<file path="config.mk">
export PLATFORM = sky130hd
export DESIGN_NAME = dhcp_tx_top
export DESIGN_NICKNAME = d
export VERILOG_FILES = /design/src/hw/dhcp_proto_pkg.sv /design/src/hw/dhcp_ctrl_pkg.sv /design/src/hw/dhcp_csr_decode.sv /design/src/hw/dhcp_opt_assembler.sv /design/src/hw/dhcp_frame_serializer.sv /design/src/hw/dhcp_tx_top.sv
export VERILOG_INCLUDE_DIRS = /design/src /design/src/hw
export SDC_FILE = /design/constraint.sdc
export NUM_CORES = 2
export LEC_CHECK = 0
export BUFFER_PORTS_ARGS = -buffer_cell sky130_fd_sc_hd__buf_2
export CAP_MARGIN = 40
export CORE_UTILIZATION = 29
export CTS_BUF_LIST = sky130_fd_sc_hd__clkbuf_4
export DETAILED_ROUTE_END_ITERATION = 6
export PLACE_DENSITY = 0.54
export SLEW_MARGIN = 10
export SYNTH_ARGS = -nofsm -noshare
export SYNTH_HDL_FRONTEND = slang
export SYNTH_SLANG_ARGS = --single-unit
</file>
<file path="constraint.sdc">
create_clock -name clk -period 15.6 [get_ports clk]
set_input_delay 0.78 -clock clk [delete_from_list [all_inputs] [get_ports clk]]
set_output_delay 0.78 -clock clk [all_outputs]
set_load 0.02 [all_outputs]
</file>
<file path="src/hw/dhcp_tx_defs.svh">
`ifndef DHCP_TX_DEFS_SVH
`define DHCP_TX_DEFS_SVH

`define DHCP_HDR_LEN      240 // bootp fields plus magic cookie
`define DHCP_OPT_SLOT_LEN 8   // code, len, value, pad fill
`define DHCP_OPT_NUM      5
`define DHCP_OPT_TOT_LEN  (`DHCP_OPT_NUM * `DHCP_OPT_SLOT_LEN + 1)
`define DHCP_HOSTNAME     "dhcpcl"
`define DHCP_HOSTNAME_LEN 6
`define DHCP_CLI_PORT     16'd68
`define DHCP_SRV_PORT     16'd67
`define UDP_HDR_LEN       8
`define DHCP_MAGIC_COOKIE 32'h6382_5363

`define CSR_ADDR_W        8
`define CSR_CTRL          8'h00 // bit 0 start, bit 1 busy
`define CSR_XID           8'h04
`define CSR_MAC_HI        8'h08 // upper 16 bits of client mac
`define CSR_MAC_LO        8'h0c
`define CSR_REQ_IP        8'h10
`define CSR_SERVER_ID     8'h14
`define CSR_LEASE         8'h18
`define CSR_MSG_TYPE      8'h1c
`define CSR_OPT_MASK      8'h20
`define CSR_SRC_IP        8'h24
`define CSR_DST_IP        8'h28
`define CSR_IPV4_ID       8'h2c
`endif

</file>
<file path="src/hw/dhcp_proto_pkg.sv">
`default_nettype none
`include "dhcp_tx_defs.svh"

package dhcp_proto_pkg;

  typedef enum logic [7:0] {
    MSG_DISCOVER = 8'd1,
    MSG_OFFER    = 8'd2,
    MSG_REQUEST  = 8'd3,
    MSG_DECLINE  = 8'd4,
    MSG_ACK      = 8'd5,
    MSG_NAK      = 8'd6,
    MSG_RELEASE  = 8'd7,
    MSG_INFORM   = 8'd8
  } dhcp_msg_type_e;

  typedef enum logic [7:0] {
    OPT_PAD       = 8'd0,
    OPT_HOSTNAME  = 8'd12,
    OPT_REQ_IP    = 8'd50,
    OPT_LEASE     = 8'd51,
    OPT_MSG_TYPE  = 8'd53,
    OPT_SERVER_ID = 8'd54,
    OPT_END       = 8'd255
  } dhcp_opt_code_e;

  //////////////////////////////////////////////////////////////////////
  // options storage
  //////////////////////////////////////////////////////////////////////

  typedef logic [0:`DHCP_OPT_SLOT_LEN-1][7:0] opt_slot_t; // byte 0 is the code
  typedef logic [0:`DHCP_OPT_TOT_LEN-1][7:0]  opt_blk_t;  // byte 0 goes out first

  //////////////////////////////////////////////////////////////////////
  // udp side
  //////////////////////////////////////////////////////////////////////

  typedef struct packed {
    logic [7:0] dat;
    logic       val;
    logic       sof;
    logic       eof;
  } byte_strm_t;

  typedef struct packed {
    logic [15:0] src_port;
    logic [15:0] dst_port;
    logic [15:0] length;   // udp header plus payload
    logic [31:0] src_ip;
    logic [31:0] dst_ip;
    logic [15:0] ipv4_id;
    logic [47:0] dst_mac;
  } udp_meta_t;

endpackage

`default_nettype wire

</file>
<file path="src/hw/dhcp_ctrl_pkg.sv">
`default_nettype none
`include "dhcp_tx_defs.svh"

package dhcp_ctrl_pkg;
  import dhcp_proto_pkg::*;

  typedef struct packed {
    logic [`CSR_ADDR_W-1:0] awaddr;
    logic                   awvalid;
    logic [31:0]            wdata;
    logic [3:0]             wstrb;
    logic                   wvalid;
    logic                   bready;
    logic [`CSR_ADDR_W-1:0] araddr;
    logic                   arvalid;
    logic                   rready;
  } axil_req_t;

  typedef struct packed {
    logic        awready;
    logic        wready;
    logic        bvalid;
    logic [1:0]  bresp;
    logic        arready;
    logic        rvalid;
    logic [31:0] rdata;
    logic [1:0]  rresp;
  } axil_rsp_t;

  typedef struct packed {
    logic [31:0]              xid;
    logic [47:0]              mac;
    logic [31:0]              req_ip;
    logic [31:0]              server_id;
    logic [31:0]              lease;
    dhcp_msg_type_e           msg_type;
    logic [`DHCP_OPT_NUM-1:0] opt_mask; // bit 0 is the first slot
    logic [31:0]              src_ip;
    logic [31:0]              dst_ip;
    logic [15:0]              ipv4_id;
  } dhcp_req_t;

  typedef enum logic [1:0] {OPT_IDLE, OPT_LOAD, OPT_SHIFT, OPT_DONE} opt_state_e;
  typedef enum logic [1:0] {SER_IDLE, SER_READY, SER_STREAM} ser_state_e;

endpackage

`default_nettype wire

</file>
<file path="src/hw/dhcp_csr_decode.sv">
`timescale 1ns/1ps
`default_nettype none
`include "dhcp_tx_defs.svh"

module dhcp_csr_decode
  import dhcp_proto_pkg::*;
  import dhcp_ctrl_pkg::*;
(
  input  logic      clk,
  input  logic      fsm_rst,
  input  axil_req_t axil_req,
  input  logic      frame_done,
  output axil_rsp_t axil_rsp,
  output logic      start_req,
  output dhcp_req_t req
);

  logic aw_rdy, ar_rdy, bvalid, rvalid, busy;
  logic wr_en, rd_en, start;
  logic [31:0] wr_val, rdata;
  logic [31:0] xid, mac_lo, req_ip, server_id, lease, src_ip, dst_ip;
  logic [15:0] mac_hi, ipv4_id;
  dhcp_msg_type_e msg_type;
  logic [`DHCP_OPT_NUM-1:0] opt_mask;

  function automatic logic [31:0] csr_read(input logic [`CSR_ADDR_W-1:0] addr);
    case (addr)
      `CSR_CTRL:      return {30'd0, busy, 1'b0};
      `CSR_XID:       return xid;
      `CSR_MAC_HI:    return {16'd0, mac_hi};
      `CSR_MAC_LO:    return mac_lo;
      `CSR_REQ_IP:    return req_ip;
      `CSR_SERVER_ID: return server_id;
      `CSR_LEASE:     return lease;
      `CSR_MSG_TYPE:  return {24'd0, msg_type};
      `CSR_OPT_MASK:  return {{(32-`DHCP_OPT_NUM){1'b0}}, opt_mask};
      `CSR_SRC_IP:    return src_ip;
      `CSR_DST_IP:    return dst_ip;
      `CSR_IPV4_ID:   return {16'd0, ipv4_id};
      default:        return 32'd0; // unmapped reads zero
    endcase
  endfunction

  function automatic logic [31:0] strb_merge(input logic [31:0] cur, input logic [31:0] dat,
                                             input logic [3:0] strb);
    logic [31:0] res;
    res = cur;
    for (int i = 0; i < 4; i++) begin
      if (strb[i]) res[8*i +: 8] = dat[8*i +: 8];
    end
    return res;
  endfunction

  //////////////////////////////////////////////////////////////////////
  // write path
  //////////////////////////////////////////////////////////////////////

  assign wr_en = aw_rdy && axil_req.awvalid && axil_req.wvalid;
  assign start = wr_en && (axil_req.awaddr == `CSR_CTRL) && wr_val[0] && !busy;

  always_comb wr_val = strb_merge(csr_read(axil_req.awaddr), axil_req.wdata, axil_req.wstrb);

  always_ff @(posedge clk) begin
    if (fsm_rst) begin
      aw_rdy <= 1'b0;
      bvalid <= 1'b0;
    end else begin
      aw_rdy <= !aw_rdy && axil_req.awvalid && axil_req.wvalid && !bvalid; // aw and w together
      if (wr_en) bvalid <= 1'b1;
      else if (axil_req.bready) bvalid <= 1'b0;
    end
  end

  always_ff @(posedge clk) begin
    if (fsm_rst) begin
      xid       <= '0;
      mac_hi    <= '0;
      mac_lo    <= '0;
      req_ip    <= '0;
      server_id <= '0;
      lease     <= '0;
      msg_type  <= MSG_DISCOVER;
      opt_mask  <= '0;
      src_ip    <= '0;
      dst_ip    <= '0;
      ipv4_id   <= '0;
    end else if (wr_en) begin
      case (axil_req.awaddr)
        `CSR_XID:       xid       <= wr_val;
        `CSR_MAC_HI:    mac_hi    <= wr_val[15:0];
        `CSR_MAC_LO:    mac_lo    <= wr_val;
        `CSR_REQ_IP:    req_ip    <= wr_val;
        `CSR_SERVER_ID: server_id <= wr_val;
        `CSR_LEASE:     lease     <= wr_val;
        `CSR_MSG_TYPE:  msg_type  <= dhcp_msg_type_e'(wr_val[7:0]);
        `CSR_OPT_MASK:  opt_mask  <= wr_val[`DHCP_OPT_NUM-1:0];
        `CSR_SRC_IP:    src_ip    <= wr_val;
        `CSR_DST_IP:    dst_ip    <= wr_val;
        `CSR_IPV4_ID:   ipv4_id   <= wr_val[15:0];
        default: ;
      endcase
    end
  end

  always_ff @(posedge clk) begin
    if (fsm_rst) begin
      start_req <= 1'b0;
      busy      <= 1'b0;
    end else begin
      start_req <= start;
      if (start) busy <= 1'b1;
      else if (frame_done) busy <= 1'b0;
    end
  end

  always_ff @(posedge clk) begin
    if (start) begin // snapshot stays put until the next start
      req.xid       <= xid;
      req.mac       <= {mac_hi, mac_lo};
      req.req_ip    <= req_ip;
      req.server_id <= server_id;
      req.lease     <= lease;
      req.msg_type  <= msg_type;
      req.opt_mask  <= opt_mask;
      req.src_ip    <= src_ip;
      req.dst_ip    <= dst_ip;
      req.ipv4_id   <= ipv4_id;
    end
  end

  //////////////////////////////////////////////////////////////////////
  // read path
  //////////////////////////////////////////////////////////////////////

  assign rd_en = ar_rdy && axil_req.arvalid;

  always_ff @(posedge clk) begin
    if (fsm_rst) begin
      ar_rdy <= 1'b0;
      rvalid <= 1'b0;
    end else begin
      ar_rdy <= !ar_rdy && axil_req.arvalid && !rvalid;
      if (rd_en) rvalid <= 1'b1;
      else if (axil_req.rready) rvalid <= 1'b0;
    end
  end

  always_ff @(posedge clk) begin
    if (rd_en) rdata <= csr_read(axil_req.araddr);
  end

  always_comb begin
    axil_rsp.awready = aw_rdy;
    axil_rsp.wready  = aw_rdy;
    axil_rsp.bvalid  = bvalid;
    axil_rsp.bresp   = 2'b00; // always okay
    axil_rsp.arready = ar_rdy;
    axil_rsp.rvalid  = rvalid;
    axil_rsp.rdata   = rdata;
    axil_rsp.rresp   = 2'b00;
  end

endmodule

`default_nettype wire

</file>
<file path="src/hw/dhcp_opt_assembler.sv">
`timescale 1ns/1ps
`default_nettype none
`include "dhcp_tx_defs.svh"

module dhcp_opt_assembler
  import dhcp_proto_pkg::*;
  import dhcp_ctrl_pkg::*;
(
  input  logic       clk,
  input  logic       fsm_rst,
  input  logic       start_req,
  input  dhcp_req_t  req,
  output logic       opt_done,
  output opt_blk_t   opt_blk,
  output logic [5:0] opt_len,
  output dhcp_req_t  req_hold
);

  localparam logic [8*`DHCP_HOSTNAME_LEN-1:0] host_name = `DHCP_HOSTNAME;

  opt_state_e state, cur_st;
  opt_slot_t slots [`DHCP_OPT_NUM];
  logic [`DHCP_OPT_NUM-1:0] pres;
  logic [2:0] slot_cnt;

  // the load happens in the start_req cycle itself
  always_comb begin
    cur_st = state;
    if (state == OPT_IDLE && start_req) cur_st = OPT_LOAD;
  end

  assign opt_done = (state == OPT_DONE);

  //////////////////////////////////////////////////////////////////////
  // sequencing
  //////////////////////////////////////////////////////////////////////

  always_ff @(posedge clk) begin
    if (fsm_rst) begin
      state    <= OPT_IDLE;
      slot_cnt <= '0;
    end else begin
      case (cur_st)
        OPT_LOAD: begin
          state    <= OPT_SHIFT;
          slot_cnt <= '0;
        end
        OPT_SHIFT: begin
          slot_cnt <= slot_cnt + 3'd1;
          if (slot_cnt == 3'(`DHCP_OPT_NUM - 1)) state <= OPT_DONE;
        end
        default: state <= OPT_IDLE;
      endcase
    end
  end

  //////////////////////////////////////////////////////////////////////
  // slot load and compaction
  //////////////////////////////////////////////////////////////////////

  always_ff @(posedge clk) begin
    case (cur_st)
      OPT_LOAD: begin
        req_hold <= req;
        pres     <= req.opt_mask;
        slots[0] <= {OPT_MSG_TYPE, 8'd1, req.msg_type, {5{OPT_PAD}}};
        slots[1] <= {OPT_REQ_IP, 8'd4, req.req_ip, {2{OPT_PAD}}};
        slots[2] <= {OPT_SERVER_ID, 8'd4, req.server_id, {2{OPT_PAD}}};
        slots[3] <= {OPT_LEASE, 8'd4, req.lease, {2{OPT_PAD}}};
        slots[4] <= {OPT_HOSTNAME, 8'(`DHCP_HOSTNAME_LEN), host_name}; // fills the slot
        opt_blk  <= {OPT_END, {(`DHCP_OPT_TOT_LEN-1){OPT_PAD}}};      // empty block
        opt_len  <= 6'd1;
      end
      OPT_SHIFT: begin
        for (int i = 0; i < `DHCP_OPT_NUM - 1; i++) begin
          slots[i] <= slots[i+1];
        end
        pres <= pres >> 1;
        if (pres[0]) begin // append at the current end and move the end marker
          for (int k = 0; k < `DHCP_OPT_SLOT_LEN; k++) begin
            opt_blk[int'(opt_len) - 1 + k] <= slots[0][k];
          end
          opt_blk[int'(opt_len) + `DHCP_OPT_SLOT_LEN - 1] <= OPT_END;
          opt_len <= opt_len + 6'(`DHCP_OPT_SLOT_LEN);
        end
      end
      default: ;
    endcase
  end

endmodule

`default_nettype wire

</file>
<file path="src/hw/dhcp_frame_serializer.sv">
`timescale 1ns/1ps
`default_nettype none
`include "dhcp_tx_defs.svh"

module dhcp_frame_serializer
  import dhcp_proto_pkg::*;
  import dhcp_ctrl_pkg::*;
(
  input  logic       clk,
  input  logic       fsm_rst,
  input  logic       opt_done,
  input  opt_blk_t   opt_blk,
  input  logic [5:0] opt_len,
  input  dhcp_req_t  req_hold,
  input  logic       udp_req,
  output logic       udp_rdy,
  output udp_meta_t  udp_meta,
  output byte_strm_t udp_strm,
  output logic       frame_done
);

  localparam logic [31:0] magic_cookie = `DHCP_MAGIC_COOKIE;

  ser_state_e state;
  logic [8:0] byte_cnt, last_idx;
  logic [5:0] opt_idx;
  logic [7:0] nxt_byte, strm_dat;
  logic strm_val, strm_sof, strm_eof;

  function automatic logic [7:0] hdr_byte(input logic [8:0] idx, input dhcp_req_t r);
    int i;
    logic [7:0] b;
    i = int'(idx);
    b = 8'h00;
    case (idx) inside
      [9'd0:9'd1]:     b = 8'h01;                          // op request, htype ethernet
      9'd2:            b = 8'd6;                           // hlen
      [9'd4:9'd7]:     b = r.xid[(7 - i) * 8 +: 8];
      9'd10:           b = 8'h80;                          // broadcast flag
      [9'd28:9'd33]:   b = r.mac[(33 - i) * 8 +: 8];       // chaddr
      [9'd236:9'd239]: b = magic_cookie[(239 - i) * 8 +: 8];
      default:         b = 8'h00;
    endcase
    return b;
  endfunction

  assign last_idx = 9'(`DHCP_HDR_LEN) + 9'(opt_len) - 9'd1;
  assign opt_idx  = 6'(byte_cnt - 9'(`DHCP_HDR_LEN));

  always_comb begin
    if (byte_cnt < 9'(`DHCP_HDR_LEN)) nxt_byte = hdr_byte(byte_cnt, req_hold);
    else nxt_byte = opt_blk[opt_idx];
  end

  //////////////////////////////////////////////////////////////////////
  // stream control
  //////////////////////////////////////////////////////////////////////

  always_ff @(posedge clk) begin
    if (fsm_rst) begin
      state      <= SER_IDLE;
      udp_rdy    <= 1'b0;
      byte_cnt   <= '0;
      strm_val   <= 1'b0;
      strm_sof   <= 1'b0;
      strm_eof   <= 1'b0;
      frame_done <= 1'b0;
    end else begin
      strm_val   <= 1'b0;
      strm_sof   <= 1'b0;
      strm_eof   <= 1'b0;
      frame_done <= strm_eof;
      case (state)
        SER_IDLE: if (opt_done) begin
          state    <= SER_READY;
          udp_rdy  <= 1'b1;
          byte_cnt <= '0;
        end
        SER_READY, SER_STREAM: if (udp_req) begin
          state    <= SER_STREAM;
          strm_val <= 1'b1;
          strm_sof <= (byte_cnt == '0);
          strm_eof <= (byte_cnt == last_idx);
          byte_cnt <= byte_cnt + 9'd1;
          if (byte_cnt == last_idx) begin // rdy drops with eof
            state   <= SER_IDLE;
            udp_rdy <= 1'b0;
          end
        end
        default: state <= SER_IDLE;
      endcase
    end
  end

  always_ff @(posedge clk) begin
    if (state == SER_IDLE && opt_done) begin
      udp_meta.src_port <= `DHCP_CLI_PORT;
      udp_meta.dst_port <= `DHCP_SRV_PORT;
      udp_meta.length   <= 16'(`UDP_HDR_LEN + `DHCP_HDR_LEN) + 16'(opt_len);
      udp_meta.src_ip   <= req_hold.src_ip;
      udp_meta.dst_ip   <= req_hold.dst_ip;
      udp_meta.ipv4_id  <= req_hold.ipv4_id;
      udp_meta.dst_mac  <= '1; // broadcast
    end
    if (state != SER_IDLE && udp_req) strm_dat <= nxt_byte;
  end

  assign udp_strm = '{dat: strm_dat, val: strm_val, sof: strm_sof, eof: strm_eof};

endmodule

`default_nettype wire

</file>
<file path="src/hw/dhcp_tx_top.sv">
`timescale 1ns/1ps
`default_nettype none

module dhcp_tx_top
  import dhcp_proto_pkg::*;
  import dhcp_ctrl_pkg::*;
(
  input  logic       clk,
  input  logic       fsm_rst,
  input  axil_req_t  axil_req,
  output axil_rsp_t  axil_rsp,
  output logic       udp_rdy,
  output udp_meta_t  udp_meta,
  input  logic       udp_req,
  output byte_strm_t udp_strm
);

  logic start_req, opt_done, frame_done;
  dhcp_req_t req, req_hold;
  opt_blk_t opt_blk;
  logic [5:0] opt_len;

  dhcp_csr_decode u_decode (
    .clk        (clk),
    .fsm_rst    (fsm_rst),
    .axil_req   (axil_req),
    .frame_done (frame_done),
    .axil_rsp   (axil_rsp),
    .start_req  (start_req),
    .req        (req)
  );

  dhcp_opt_assembler u_opt_asm (
    .clk       (clk),
    .fsm_rst   (fsm_rst),
    .start_req (start_req),
    .req       (req),
    .opt_done  (opt_done),
    .opt_blk   (opt_blk),
    .opt_len   (opt_len),
    .req_hold  (req_hold)
  );

  dhcp_frame_serializer u_serializer (
    .clk        (clk),
    .fsm_rst    (fsm_rst),
    .opt_done   (opt_done),
    .opt_blk    (opt_blk),
    .opt_len    (opt_len),
    .req_hold   (req_hold),
    .udp_req    (udp_req),
    .udp_rdy    (udp_rdy),
    .udp_meta   (udp_meta),
    .udp_strm   (udp_strm),
    .frame_done (frame_done)
  );

endmodule

`default_nettype wire

</file>
==> metrics <==
outcome=finished with violations; failing checks=design-rule violations; Fmax=243 MHz; Yosys top cell area share=0.549; vias in the first global route=38600; reg2reg setup slack=11.49 ns; Min-Delay Endpoint=u_decode.lease[19]; post-layout util=0.336; FFs w/ async S/R, synth=0; HP Start=axil_req[35]; crit path launch type=flop; cell row count=161; critical path capture point type=flop; layout cell share with drive strength beyond 1=0.201; Pleak=23.1 nW; Routability Congestion=0.939; DR vias/cell=5.20; IO Port Bufs=194; CTS tree=yes; Critical Path Source=u_serializer.byte_cnt[0]; Mapped Cells=4690; crit path kind=reg2reg; skew final=0.131 ns; Main synth FF type=edfxtp_1; total track usage=0.187; Ports=289; most common cell after layout, fill and taps aside=edfxtp_1; Die Area=197000 um^2; Clock Path Buffers=4; reg-to-reg critical path startpoint=u_serializer.byte_cnt[0]; drt first pass iters=7; RSZ-0062 raised after global routing=false; dpl cell area=60200 um^2; WHS Path Cells=5; via count=40700; worst hold path type=in2reg; synth-to-layout area growth=14.6%; top cells by area, synth=edfxtp_1, dfxtp_1, nand2_1; Clock Latency Late Sink=1.30 ns; die width=444 um; DRC Markers=3; commonest cells after routing, fill and taps aside=edfxtp_1, nand2_1, clkbuf_4; Final min period=4.11 ns; largest net degree at the start of global routing=209; area leader, netlist=edfxtp_1; core area=193000 um^2; Num CTS Buffers=357; syn_area_per_cell=12.1 um^2; R2R cell count=9; mapped cell area=56700 um^2; Worst EP required=16.76 ns; Antenna Nets Post-Route=0; initial antenna violation count=10; Final WS setup=11.49 ns; die height=444 um; FF+latch count, synth=1332; final period utilization=0.264; fill count=19400; first-pass GRT wire length=273 mm; total number of H-tree levels=5; number of synthesized flops with an enable pin=1036; Critical Path Fanout Max=47; Remaining Overflow, GRT=0; TNS Setup=0 ns; WL/cell=24.2 um; final instance area=65000 um^2; sequential area share after synthesis=0.653; postcts setup bufs=0; Rel. slew slack=0.229; Detailed Route Iter0 Violations=4814; CTS Root Cell=clkbuf_4; synth warn=0; Hold Vio Cnt, Final=0; pre-CTS WS=10.60 ns; Starting Density=0.293; endpoints failing setup=0; Resized Gates After CTS=0; max-capacitance violation count=0; pwr/cell area=108 nW/um^2; Detailed Place HPWL=125 mm; clk slew on worst S/H paths=0.07 ns; clk sinks=1332; number of distinct library cells after synthesis=96; worst r2r dst=u_serializer.strm_dat[6]; Post-Route WL=190 mm; Slew Limit Fails=0; worst slew pin tran=1.16 ns; Max IR drop VDD=0.0000774 V; Final #Nets=5118; worst path arrival time=5.27 ns
[stage by stage]
step	power (W)	cells	hold WS, ns
2_1_floorplan	0.00395	4783	0.400
3_3_place_gp	0.00398	7147	0.403
3_5_place_dp	0.00398	7171	0.405
4_1_cts	0.00707	7819	0.00474
5_1_grt	0.00726	7830	0.0140
6_report	0.00699	7833	0.146
[metal layers]
metal	up-vias	global-route usage	wire [um]
li1	18100	-	-
met3	379	0.0418	16800
met5	-	0	125
met4	8	0.0725	6270
met1	20200	0.268	83900
met2	2102	0.273	82900
[cell families after synthesis]
logic type / share of synthesized area
buffers and inverters: 0.0427
DFF: 0.653
xor gates and xnor gates: 0.00201
and+or+nand+nor: 0.133
muxes: 0.0480
adders and majority gates: 0.00463
other: 0.000132
AOI/OAI and AO/OA: 0.117
[flip-flops by register name, indices dropped and copies added, names as in the netlist, 86 cells and up]
register / cells
u_opt_asm.opt_blk: 328
u_opt_asm.slots: 145
u_decode.req: 269
u_opt_asm.req_hold: 160
u_serializer.udp_meta: 86
[Yosys cell counts (18+ instances only)]
master / number
nor3_1: 35
a22o_1: 32
a21oi_1: 410
a211oi_2: 23
mux2i_1: 90
nand3_1: 93
nand3b_1: 24
mux2_2: 25
ha_1: 21
a32o_1: 20
a222oi_1: 40
nand2b_1: 30
nand4_1: 18
inv_1: 32
nor2b_1: 23
edfxtp_1: 1036
and2_1: 59
nor2_1: 228
nand2_1: 1030
buf_2: 69
and3_1: 75
a22oi_1: 108
a211oi_1: 95
buf_4: 133
clkbuf_1: 217
dfxtp_1: 296
a31oi_1: 34
o21ai_0: 60
mux4_2: 67
[worst max-delay path, stage by stage, from the launching register on]
cell and delay [ns]:
dfxtp_4 0.63, buf_4 0.66, buf_4 0.48, buf_12 0.27, or3b_2 0.61, o22ai_1 0.20
or3_1 0.20, a21oi_1 0.08, nor3_1 0.59, or3_1 0.21
[how the worst max path moves through the flow]
stage                                     to  slack (ns)  cells past startpoint
detailed placement         u_decode.req[161]       10.60                     11
floorplan               u_opt_asm.opt_blk[0]        1.14                      3
finish              u_serializer.strm_dat[6]       11.49                      9
global placement            u_decode.req[77]       10.56                     10
CTS                 u_serializer.strm_dat[6]       11.53                      9
global route        u_serializer.strm_dat[6]       11.27                      9
[cell type report]
cell class / instances / area, um^2 / area share
antenna: 13 / 32.5 / 0.000501
clock buffer: 535 / 4020 / 0.0618
clock inverter: 81 / 423 / 0.00651
inverter: 34 / 138 / 0.00212
multi-input combinational: 2978 / 17800 / 0.273
sequential: 1332 / 37000 / 0.570
tap: 2526 / 3160 / 0.0486
timing repair buffer: 334 / 2410 / 0.0371
[power by group]
group,switching (W),leakage [nW],total (W),internal (W)
sequential,0.000000817,12.7,0.00377,0.00377
clock,0.00146,2.66,0.00308,0.00162
combinational,0.000108,7.75,0.000139,0.0000307
total,0.00157,23.1,0.00699,0.00542
[what timing repair did]
| action | CTS | global route |
|---|---|---|
| endpoints found under the setup margin | 0 | 0 |
| hold buffers | 32 | 0 |
| endpoints found under the hold margin | 141 | 0 |
Note: power is estimated with default switching activity, not from simulation.
